--- config.mk ---
export PLATFORM = sky130hd
export DESIGN_NAME = error_combiner
export DESIGN_NICKNAME = d
export VERILOG_FILES = /design/src/aec_audio_pkg.sv /design/src/aec_filter_pkg.sv /design/src/error_combiner.sv
export VERILOG_INCLUDE_DIRS = /design/src /design/src/include
export SDC_FILE = /design/constraint.sdc
export NUM_CORES = 1
export LEC_CHECK = 0
export BUFFER_PORTS_ARGS = -buffer_cell sky130_fd_sc_hd__buf_2
export CAP_MARGIN = 25
export CORE_UTILIZATION = 45
export DETAILED_ROUTE_END_ITERATION = 12
export HOLD_SLACK_MARGIN = 0.15
export PLACE_DENSITY = 0.77
export SYNTH_ARGS = -nofsm -noshare
export SYNTH_HDL_FRONTEND = slang
export SYNTH_SLANG_ARGS = --single-unit
--- constraint.sdc ---
create_clock -name clk -period 4.91 [get_ports clk]
set_clock_uncertainty 0.1 [all_clocks]
set_input_delay 0.982 -clock clk [delete_from_list [all_inputs] [get_ports clk]]
set_output_delay 0.982 -clock clk [all_outputs]
set_load 0.02 [all_outputs]
--- src/include/aec_defines.svh ---
/*
 * echo canceller build constants
 * filter length, lane split, LMS step and FIFO sizing
 */
`ifndef AEC_DEFINES_SVH
`define AEC_DEFINES_SVH

`define AEC_TAPS        16  // filter length
`define AEC_LANES       4   // parallel tap lanes, divides AEC_TAPS

// LMS step size as a power of two
`define AEC_MU_SHIFT    6

`define AEC_COEF_FRAC   14  // weight fraction bits
`define AEC_FIFO_DEPTH  16  // entries per FIFO

`endif

--- src/aec_audio_pkg.sv ---
/*
 * audio stream types
 * samples, far/mic pairs and FIFO fill counts
 */
package aec_audio_pkg;

  // 16-bit two's complement PCM
  typedef logic signed [15:0] sample_t;

  // one input word: far-end reference plus microphone
  typedef struct packed {
    sample_t far;  // loudspeaker reference
    sample_t mic;  // microphone with echo and near-end speech
  } sample_pair_t;

  // fill count, must hold 0..depth
  typedef logic [4:0] level_t;

endpackage

--- src/aec_filter_pkg.sv ---
/*
 * LMS filter types
 * weight and accumulator formats, per-lane control word
 */
`include "aec_defines.svh"

package aec_filter_pkg;

  typedef logic signed [17:0] weight_t;  // Q3.14
  typedef logic signed [39:0] acc_t;     // 16 x 18 products, 16 taps, headroom

  typedef enum logic [1:0] {
    PH_IDLE,
    PH_DOT,    // multiply-accumulate
    PH_UPDATE  // weight adaptation
  } lane_phase_t;

  typedef struct packed {
    lane_phase_t phase;
    logic [1:0]  idx;    // tap within a lane
    logic        first;  // restart accumulator
    logic        adapt;  // update enabled for this sample
  } lane_ctrl_t;

  // one entry per lane
  typedef aec_audio_pkg::sample_t [`AEC_LANES-1:0] lane_x_t;
  typedef acc_t [`AEC_LANES-1:0] lane_acc_t;

endpackage

--- src/error_combiner.sv ---
/*
 * error combiner
 * sums the lane partials into the echo estimate, err = mic - y saturated
 */
`timescale 1ns/1ns
`include "aec_defines.svh"

module error_combiner (
  input  logic                      clk,
  input  logic                      rst_n,
  input  logic                      pop,
  input  aec_audio_pkg::sample_t    mic,
  input  logic                      combine,
  input  aec_filter_pkg::lane_acc_t lane_acc,
  output aec_audio_pkg::sample_t    err,
  output logic                      push
);
  import aec_audio_pkg::*;
  import aec_filter_pkg::*;

  localparam acc_t ERR_MAX = 40'sd32767;
  localparam acc_t ERR_MIN = -40'sd32768;

  sample_t mic_q;
  sample_t err_q;
  sample_t err_next;
  logic    push_q;
  acc_t    sum;
  acc_t    y;     // estimate in sample units
  acc_t    diff;

  always_comb begin
    sum = '0;
    for (int l = 0; l < `AEC_LANES; l++) begin
      sum = sum + acc_t'(lane_acc[l]);
    end
  end

  assign y    = sum >>> `AEC_COEF_FRAC;  // drop weight fraction
  assign diff = acc_t'(mic_q) - y;

  always_comb begin
    if (diff > ERR_MAX) begin
      err_next = 16'sh7fff;
    end else if (diff < ERR_MIN) begin
      err_next = 16'sh8000;
    end else begin
      err_next = diff[15:0];
    end
  end

  always_ff @(posedge clk) begin
    if (pop) begin
      mic_q <= mic;  // mic arrives with the far sample
    end
  end

  always_ff @(posedge clk or negedge rst_n) begin
    if (!rst_n) begin
      err_q  <= '0;
      push_q <= 1'b0;
    end else begin
      push_q <= combine;
      if (combine) begin
        err_q <= err_next;  // held through the update phase
      end
    end
  end

  assign err  = err_q;
  assign push = push_q;

endmodule

==> results of run 1 <==
-- where the power goes --
part,internal (mW),total (mW),switching (mW),leakage (nW)
clock network,0.217,0.341,0.123,0.0767
registers,0.354,0.392,0.0384,0.327
logic,2.84,5.69,2.85,4.51
-- cell type report --
class                      instances  area [um^2]
multi-input combinational        530         5359
clock inverter                     1        3.754
timing repair buffer             358         2277
sequential                        33        905.9
tap                              180        225.2
fill                            1070         4333
inverter                         177        676.9
clock buffer                       7        153.9
-- cells in the final DEF (no fill, tap or decap), types with 8 or more instances in the layout --
master and count:
buf_4 158, nor3_1 10, ha_1 54, nand2_1 30, o21ai_0 31, buf_2 192, clkbuf_16 8, dfrtp_1 17
o32ai_2 10, ha_4 9, a21oi_1 30, xnor2_1 28, nor2b_1 8, fa_1 77, a21oi_2 11, nor2_1 43
xor2_1 13, o21a_1 12, edfxtp_1 16, nand3_1 11, inv_1 169, a21o_1 20, nand2b_1 11
-- critical path: stages --
cell and delay, ps:
buf_8 80, inv_8 20, fa_1 500, fa_1 510
inv_2 50, ha_4 230, a21o_1 170, a21o_1 160
a211o_4 360, or3_4 360, o21ai_4 220, o21ai_4 90
a21bo_2 220, a21oi_2 130, xor2_1 200, ha_1 310
buf_4 160, buf_4 150, nor2_1 140, a21oi_1 70
and2_1 180, o21a_1 110, o211ai_1 300, nand2_1 190
nor4_4 320, buf_4 160, clkbuf_16 140, o32ai_1 80
-- registers in the layout, summed over array words and instances, names as in the netlist --
signal	count
push	1
mic_q	16
err	16
-- synthesized netlist by cell type (all sizes together) (5+ instances only) --
master | count | share of area
a211o | 7 | 0.0095
a21o | 20 | 0.023
xor2 | 13 | 0.018
edfxtp | 16 | 0.074
or2 | 7 | 0.0068
ha | 63 | 0.12
nor2 | 45 | 0.026
fa | 78 | 0.24
nor3 | 10 | 0.0077
nor2b | 8 | 0.0077
inv | 177 | 0.10
o21ai | 41 | 0.033
nand2 | 32 | 0.019
nand2b | 11 | 0.011
o21a | 12 | 0.014
xnor2 | 28 | 0.038
nand4 | 7 | 0.0068
a21oi | 43 | 0.034
nand3 | 13 | 0.010
clkbuf | 6 | 0.0035
and3 | 7 | 0.0068
dfrtp | 17 | 0.066
o32ai | 15 | 0.031
a211oi | 8 | 0.0093
a2111oi | 5 | 0.0068
o211ai | 6 | 0.0077
or3 | 7 | 0.0075
-- per-layer routing --
metal,global-route usage,vias up,share of wire
met5,0,-,0
met4,0.09259,0,0.030
met3,0.02622,51,0.050
met2,0.4583,226,0.54
met1,0.2595,3141,0.38
li1,-,3227,-
-- metrics by stage --
| stage | power (mW) | instances | TNS (ps) |
|---|---|---|---|
| global placement | 5.101 | 1257 | -30600 |
| finish | 6.424 | 1286 | -25600 |
| global route | 6.871 | 1286 | -28730 |
| CTS | 6.032 | 1279 | -23780 |
| detailed placement | 5.203 | 1257 | -32430 |
| floorplan | 3.501 | 749 | -20220 |
-- cells by family after synthesis --
family                   after synthesis  synth area share
adder cells (fa/ha/maj)              141            0.3628
multiplexers                           1          0.001546
AO/OA/AOI/OAI                        189            0.2083
buffers and inverters                186            0.1094
XOR/XNOR                              41           0.05545
flip-flops                            33            0.1399
AND/OR/NAND/NOR                      158            0.1227
-- what timing repair did --
action | in CTS | in global routing
endpoints found under the setup margin | 16 | 16
setup buffers | 13 | 8
pin swaps | 19 | 15
hold buffers | 0 | 0
gates resized for setup | 39 | 28
hold endpoints to repair | 0 | 0
cloned | 1 | 1
-- worst paths after layout --
| path | from | endpoint | slack (ps) | depth (start not counted) |
|---|---|---|---|---|
| max in group asynchronous | rst_n | err[7] | 3910 | 1 |
| min | err[15] | err[15] | 420 | 2 |
| min in group asynchronous | rst_n | err[13] | 510 | 1 |
| max reg2reg | mic_q[15] | err[3] | 1540 | 12 |
| max | lane_acc[92] | err[3] | -1660 | 28 |
| min reg2reg | err[15] | err[15] | 420 | 2 |
==> out/qor.yml, run 1 <==
drtIter0Drc: 266
vias: 6645
num_rows: 43
rsz0062_at_grt: "true"
synth.cell_area_um2: 6476
drt-total-wl_um: 18170
drive_above_1_share: 0.4141
grt_pass1_vias: 6734
dr.pass1.iters: 4
placed_area_um2: 8932
port_buffers: 196
p_leak_nw: 4.915
die_w_um: 122.0
coreArea_um2: 13930
insertedDiodeCount: 0
design_area_um2: 9602
start_kind: "primary input"
drv_cap: 0
irDropWorstVdd_mv: 0.4362
period_share: 1.338
cp.arrival_ps: 6620
clockBufferDepth: 2
synthFlopType: "dfrtp_1"
violations: "negative setup slack"
io_pins: 197
clkTransAtPathRegs_ps: 50
start_util: 0.4648
dieArea_um2: 14880
antenna_left: 0
setup_ws_ps: -1660
gp_congestion: 0.8349
worstMarginPinSlew_ps: 569.6
drc: 0
htreeDepth: 2
cts.sinks: 33
place_ws_ps: -2078
fp.dieH_um: 122.0
avgRoutedWirePerCell_um: 14.13
finalSetupViolCount: 16
synth_cell_types: 58
cts_tree: "done"
holdWs_ps: 419.3
grt_pass1_wl_um: 28450
fmaxAchievable_ghz: 0.1522
period_needed_ps: 6570
synth_nets: 1070
critPathKind: "in2reg"
clockRootBuffer: "clkbuf_16"
clk_latency_ps: 290
grt_usage: 0.2367
grt-ovfl-total: 0
vias_per_cell: 5.167
status: "finished with violations"
synth-edff-count: 16
grt_max_degree: 35
required_ps: 4960
finalNetCount: 1426
synth_area_per_cell_um2: 8.646
max_slew_margin: 0.6203
crit_fanout: 7
worstSetupEndpointType: "flop"
hpwlAfterDp_um: 14500
fin_util: 0.6891
final_hold_viol_count: 0
cts_buffers: 5
syn_to_final_growth_pct: 48.26
async_flop_share: 0.5152
drv_slew: 0
power.density_nw_per_um2: 669.0
synth_warnings: 0
min_path_type: "reg2reg"
antenna_found_initial: 0
synth_seq_cells: 33
ys_seq_area_frac: 0.1399
syn-instance-count: 749
Power figures use the tool's default switching activity.
==> run 2: changes to the inputs <==
Settings changed: BUFFER_PORTS_ARGS -buffer_cell sky130_fd_sc_hd__buf_2 to -buffer_cell sky130_fd_sc_hd__clkbuf_2, CORE_UTILIZATION 45 to 25, GPL_TIMING_DRIVEN set to 0, PLACE_DENSITY 0.77 to 0.51.
==> out/qor.yml, run 2 (synthesis gave the netlist of run 1 again) <==
status: "finished with violations"  # unchanged
violations: "negative setup slack"  # unchanged
coreArea_um2: 25330  # was 13930 um^2
worstMarginPinSlew_ps: 755.3  # was 569.6 ps
drv_cap: 0  # unchanged
required_ps: 4960  # about the same
antenna_left: 0  # unchanged
finalNetCount: 1314  # was 1426
antenna_found_initial: 0  # unchanged
drc: 0  # unchanged
fin_util: 0.3579  # was 0.6891
busiest_layer: "met2"  # unchanged
insertedDiodeCount: 0  # unchanged
avgRoutedWirePerCell_um: 13.14  # was 14.13 um
dieArea_um2: 26550  # was 14880 um^2
max_slew_margin: 0.4835  # was 0.6203
port_buffers: 196  # unchanged
setup_ws_ps: -1590  # was -1660 ps
path_delay_family: "simple AND/OR/NAND/NOR gates"  # was compound AO/OA/AOI/OAI gates
hpwlAfterDp_um: 14720  # was 14500 um
rsz0062_at_grt: "true"  # unchanged
grt_pass1_vias: 5914  # was 6734
syn_to_final_growth_pct: 39.97  # was 48.26%
hold_buffers: 0  # unchanged
cts_tree: "done"  # unchanged
num_rows: 58  # was 43
die_w_um: 163.0  # was 122.0 um
placed_cells: 1275  # was 1257
start_util: 0.2557  # was 0.4648
clk_latency_ps: 280  # was 290 ps
dr.pass1.iters: 4  # unchanged
worstPathCellList: "clkbuf_2 > inv_6 > fa_1 > inv_1 > fa_1 > ha_4 > nand4_1 > nor2_2 > a211o_4 > or3_4 > o2111a_2 > nor2_2 > a21oi_2 > a211o_1 > nand2_2 > ha_4 > a21o_1 > or2_2 > or3_1 > o211ai_1 > nand2_1 > nor4_4 > buf_4 > o32ai_2"
drtIter0Drc: 181  # was 266
fmaxAchievable_ghz: 0.1539  # was 0.1522 GHz
final_cells: 1324  # was 1286
fp.dieH_um: 163.0  # was 122.0 um
grt_pass1_wl_um: 27620  # was 28450 um
critPathMaxStageDelay_ps: 550  # was 510 ps
final_hold_viol_count: 0  # unchanged
power.density_nw_per_um2: 637.5  # was 669.0 nW/um^2
clkTransAtPathRegs_ps: 50  # about the same
place_ws_ps: -2490  # was -2078 ps
crit_buf_inv: 4  # was 7
htreeDepth: 2  # unchanged
use_met2: 0.2253  # was 0.4583
start_kind: "primary input"  # unchanged
grt_usage: 0.1291  # was 0.2367
design_area_um2: 9065  # was 9602 um^2
slowest_stage: "fa_1"  # unchanged
cts_buffers: 5  # unchanged
layout_commonest_cell: "clkbuf_2"  # was buf_2
critPathKind: "in2reg"  # unchanged
layout_common_cells: "clkbuf_2 (194), inv_1 (172), fa_1 (76)"  # was buf_2 (192), inv_1 (169), buf_4 (158)
drv_slew: 0  # unchanged
period_share: 1.324  # was 1.338
drive_above_1_share: 0.3622  # was 0.4141
placed_area_um2: 8118  # was 8932 um^2
vias_per_cell: 4.514  # was 5.167
p_leak_nw: 4.419  # was 4.915 nW
worstSetupEndpointType: "flop"  # unchanged
vias: 5977  # was 6645
grtUsageMet3: 0.01833  # was 0.02622
clockBufferDepth: 2  # unchanged
min_path_type: "reg2reg"  # unchanged
clockRootBuffer: "clkbuf_16"  # unchanged
finalSetupViolCount: 16  # unchanged
cts.sinks: 33  # unchanged
period_needed_ps: 6500  # was 6570 ps
use_met1: 0.1676  # was 0.2595
drt-total-wl_um: 17400  # was 18170 um
grt-ovfl-total: 0  # unchanged
grt_max_degree: 18  # was 35
crit_fanout: 7  # unchanged
irDropWorstVdd_mv: 0.2633  # was 0.4362 mV
gp_congestion: 0.8100  # was 0.8349
cp.arrival_ps: 6550  # was 6620 ps
io_pins: 197  # unchanged
==> run 2: per-stage QoR <==
step	power (mW)	setup TNS, ps	hold WS (ps)
6_report	5.779	-24650	423.8
5_1_grt	6.307	-28600	478.7
4_1_cts	5.573	-25100	431.1
3_5_place_dp	4.392	-38080	419.2
3_3_place_gp	4.377	-38300	415.9
2_1_floorplan	3.501	-20220	522.7
==> run 2: worst paths after layout <==
path | start | end | slack (ps) | cells past startpoint
max | lane_acc[93] | err[7] | -1590 | 24
min | err[15] | err[15] | 420 | 2
max reg2reg | mic_q[0] | err[7] | 1540 | 14
min reg2reg | err[15] | err[15] | 420 | 2
max in group asynchronous | rst_n | err[6] | 3850 | 1
min in group asynchronous | rst_n | err[9] | 540 | 1
==> run 2: metal layers <==
metal	vias up	wire length, um
li1	3001	-
met1	2776	7758
met2	182	8492
met3	18	929
met4	0	221
met5	-	0
==> run 2: worst reg2reg max path, delay by kind of cell (launching register included) <==
family	cells	cell delay (ps)
DFF	1	360
adders and majority gates	2	570
AOI/OAI and AO/OA	6	1290
buffers and inverters	3	340
and+or+nand+nor	3	590
==> run 2: layout make-up <==
type	count	area (um^2)
Buffer	7	55.05
Multi-Input combinational cell	530	5524
Clock buffer	8	146.4
Fill cell	2667	16260
Timing Repair Buffer	239	1344
Inverter	177	676.9
Sequential cell	33	905.9
Tap cell	330	412.9
==> run 2: timing repair <==
action	4_1_cts	5_1_grt
pin swaps	50	44
resized for setup	65	24
gates cloned	1	0
setup buffers	36	6
endpoints found under the setup margin	16	16
endpoints found under the hold margin	0	0
==> run 2: report_power, final <==
group	switching (mW)	internal, mW	leakage [nW]
clock network	0.113	0.202	0.0712
logic	2.71	2.36	4.02
registers	0.0358	0.354	0.327
==> run 3: changes to the inputs <==
Settings changed: ABC_AREA set to 1, PLACE_DENSITY 0.51 to 0.5.
==> out/qor.yml, run 3 <==
layout_commonest_cell: "inv_1"  # was clkbuf_2
irDropWorstVdd_mv: 0.2847  # was 0.2633 mV
min_path_type: "reg2reg"  # unchanged
synthFlopType: "dfrtp_1"  # unchanged
syn_to_final_growth_pct: 49.08  # was 39.97%
worstSetupEndpointType: "flop"  # unchanged
ys_seq_area_frac: 0.1200  # was 0.1399
cts.sinks: 33  # unchanged
cp-startpoint: "lane_acc[89]"  # was lane_acc[93]
power.density_nw_per_um2: 700.7  # was 637.5 nW/um^2
critPathKind: "in2reg"  # unchanged
rr_worst_depth: 14  # unchanged
cts_tree: "done"  # unchanged
port_buffers: 196  # unchanged
setup_ws_ps: -558.2  # was -1590 ps
period_share: 1.114  # was 1.324
grt_pass1_wl_um: 35820  # was 27620 um
placed_area_um2: 9194  # was 8118 um^2
synth_top_cell_area_share: 0.2068  # was 0.2411
synth_mux_area_frac: 0  # was 0.001546
cts_buffers: 5  # unchanged
max_slew_margin: 0.5027  # was 0.4835
grt_max_degree: 18  # unchanged
synth-simple-area-share: 0.2461  # was 0.1227
synth_area_per_cell_um2: 6.790  # was 8.646 um^2
synth_top_family_by_area: "adder cells"  # unchanged
avgRoutedWirePerCell_um: 12.77  # was 13.14 um
drv_cap: 0  # unchanged
finalNetCount: 1688  # was 1314
crit_end: "err[9]"  # was err[7]
fmaxAchievable_ghz: 0.1829  # was 0.1539 GHz
antenna_found_initial: 1  # was 0
holdWs_ps: 393.6  # was 423.8 ps
r2r_end: "err[9]"  # was err[7]
rrSetupSlack_ps: 1860  # was 1540 ps
critPathMaxStageDelay_ps: 560  # was 550 ps
syn-instance-count: 1112  # was 749
final_cells: 1759  # was 1324
layout_common_cells: "inv_1 (263), clkbuf_2 (192), nand2_1 (173)"  # was clkbuf_2 (194), inv_1 (172), fa_1 (76)
start_util: 0.2548  # was 0.2557
drtIter0Drc: 274  # was 181
synth_xor_area_frac: 0.05236  # was 0.05545
period_needed_ps: 5468  # was 6500 ps
clk_latency_ps: 280  # about the same
synthMostInstantiatedCell: "inv_1"  # unchanged
fp.dieH_um: 175.8  # was 163.0 um
required_ps: 4970  # was 4960 ps
synth.cell_area_um2: 7551  # was 6476 um^2
crit_fanout: 5  # was 7
grt_pass1_vias: 7814  # was 5914
drc: 0  # unchanged
async_flop_share: 0.5152  # unchanged
synth_cell_types: 42  # was 58
coreArea_um2: 29640  # was 25330 um^2
io_pins: 197  # unchanged
synth_area_leaders: "fa_1 (21%), inv_1 (14%), nand2_1 (13%)"  # was fa_1 (24%), ha_1 (12%), inv_1 (10%)
clkTransAtPathRegs_ps: 60  # was 50 ps
gp_congestion: 0.8297  # was 0.8100
slowest_stage: "fa_1"  # unchanged
final_hold_viol_count: 0  # unchanged
vias_per_cell: 4.338  # was 4.514
synth_seq_cells: 33  # unchanged
setup-tns-final_ps: -8400  # was -24650 ps
dr.pass1.iters: 5  # was 4
vias: 7630  # was 5977
synth-edff-count: 16  # unchanged
finalSetupViolCount: 16  # unchanged
placed_cells: 1698  # was 1275
ys_top_cells_by_count: "inv_1 (290), nand2_1 (269), nor2_1 (90), fa_1 (78), a21oi_1 (73)"  # was inv_1 (177), fa_1 (78), ha_1 (63), nor2_1 (45), a21oi_1 (42)
violations: "negative setup slack"  # unchanged
dieArea_um2: 30900  # was 26550 um^2
reg2reg_from: "mic_q[15]"  # was mic_q[0]
clockRootBuffer: "clkbuf_16"  # unchanged
worstMarginPinSlew_ps: 745.9  # was 755.3 ps
die_w_um: 175.8  # was 163.0 um
synth_nets: 1433  # was 1070
design_area_um2: 11260  # was 9065 um^2
antenna_left: 0  # unchanged
synthAdderAreaFrac: 0.3112  # was 0.3628
synth_area_leader_cell: "fa_1"  # unchanged
grt-ovfl-total: 0  # unchanged
rsz0062_at_grt: "true"  # unchanged
clockBufferDepth: 2  # unchanged
synth_compound_area_frac: 0.1213  # was 0.2083
status: "finished with violations"  # unchanged
grt_usage: 0.1425  # was 0.1291
drt-total-wl_um: 22460  # was 17400 um
fin_util: 0.3798  # was 0.3579
htreeDepth: 2  # unchanged
start_kind: "primary input"  # unchanged
drv_slew: 0  # unchanged
p_leak_nw: 5.723  # was 4.419 nW
drive_above_1_share: 0.4349  # was 0.3622
cp.arrival_ps: 5530  # was 6550 ps
num_rows: 63  # was 58
hpwlAfterDp_um: 18760  # was 14720 um
synth_warnings: 0  # unchanged
## run 3: per-stage QoR
step           setup WS [ps]  total power, mW
2_1_floorplan         -394.4            4.144
3_3_place_gp           -1403            5.314
3_5_place_dp           -1468            5.364
4_1_cts               -626.4            6.568
5_1_grt               -785.8            8.627
6_report              -558.2            7.888
## run 3: repair_timing
| action | in CTS | in global routing |
|---|---|---|
| gates resized for setup | 148 | 225 |
| buffers inserted | 24 | 29 |
| gates cloned | 1 | 1 |
| endpoints found under the setup margin | 16 | 16 |
| hold buffers | 0 | 0 |
| pin swaps | 89 | 122 |
## run 3: layer usage
| layer | share of wire | global-route usage |
|---|---|---|
| met5 | 0 | 0 |
| met4 | 0.017 | 0.02572 |
| met3 | 0.034 | 0.01580 |
| met2 | 0.49 | 0.2536 |
| met1 | 0.46 | 0.1857 |
## run 3: layout make-up
| type | instances | area, um^2 |
|---|---|---|
| diodes | 1 | 2.502 |
| well taps | 390 | 488.0 |
| flip-flops and latches | 33 | 905.9 |
| multi-input cells | 783 | 7122 |
| plain buffers | 3 | 18.77 |
| clock buffers | 6 | 138.9 |
| inverters | 292 | 1109 |
| repair buffers | 249 | 1436 |
| fillers | 3149 | 18380 |
| clock inverters | 2 | 36.28 |
## run 3: report_power, final
part,total (mW),internal [mW],leakage (nW),switching [mW]
clock,0.378,0.254,0.0874,0.124
combinational,7.09,2.90,5.29,4.19
sequential,0.418,0.375,0.341,0.0434
## run 3: critical path: cells and delay by family
family / cells / cell delay, ps
AND/OR/NAND/NOR: 9 / 840
XOR/XNOR: 1 / 200
adder cells (fa/ha/maj): 4 / 1670
AO/OA/AOI/OAI: 9 / 1380
buffers and inverters: 6 / 430
## run 3: cells by family after synthesis
kind of cell    count (synthesis)
flops                          33
compound gates                154
simple gates                  445
fa+ha+maj                     141
buf+inv                       296
xor+xnor                       43
## run 3: how the worst min path moves through the flow
stage	startpoint	cells after the start	endpoint
floorplan	err[15]	2	err[15]
global placement	err[15]	2	err[15]
detailed placement	err[15]	2	err[15]
CTS	err[15]	2	err[15]
global route	err[3]	2	err[3]
finish	err[15]	2	err[15]
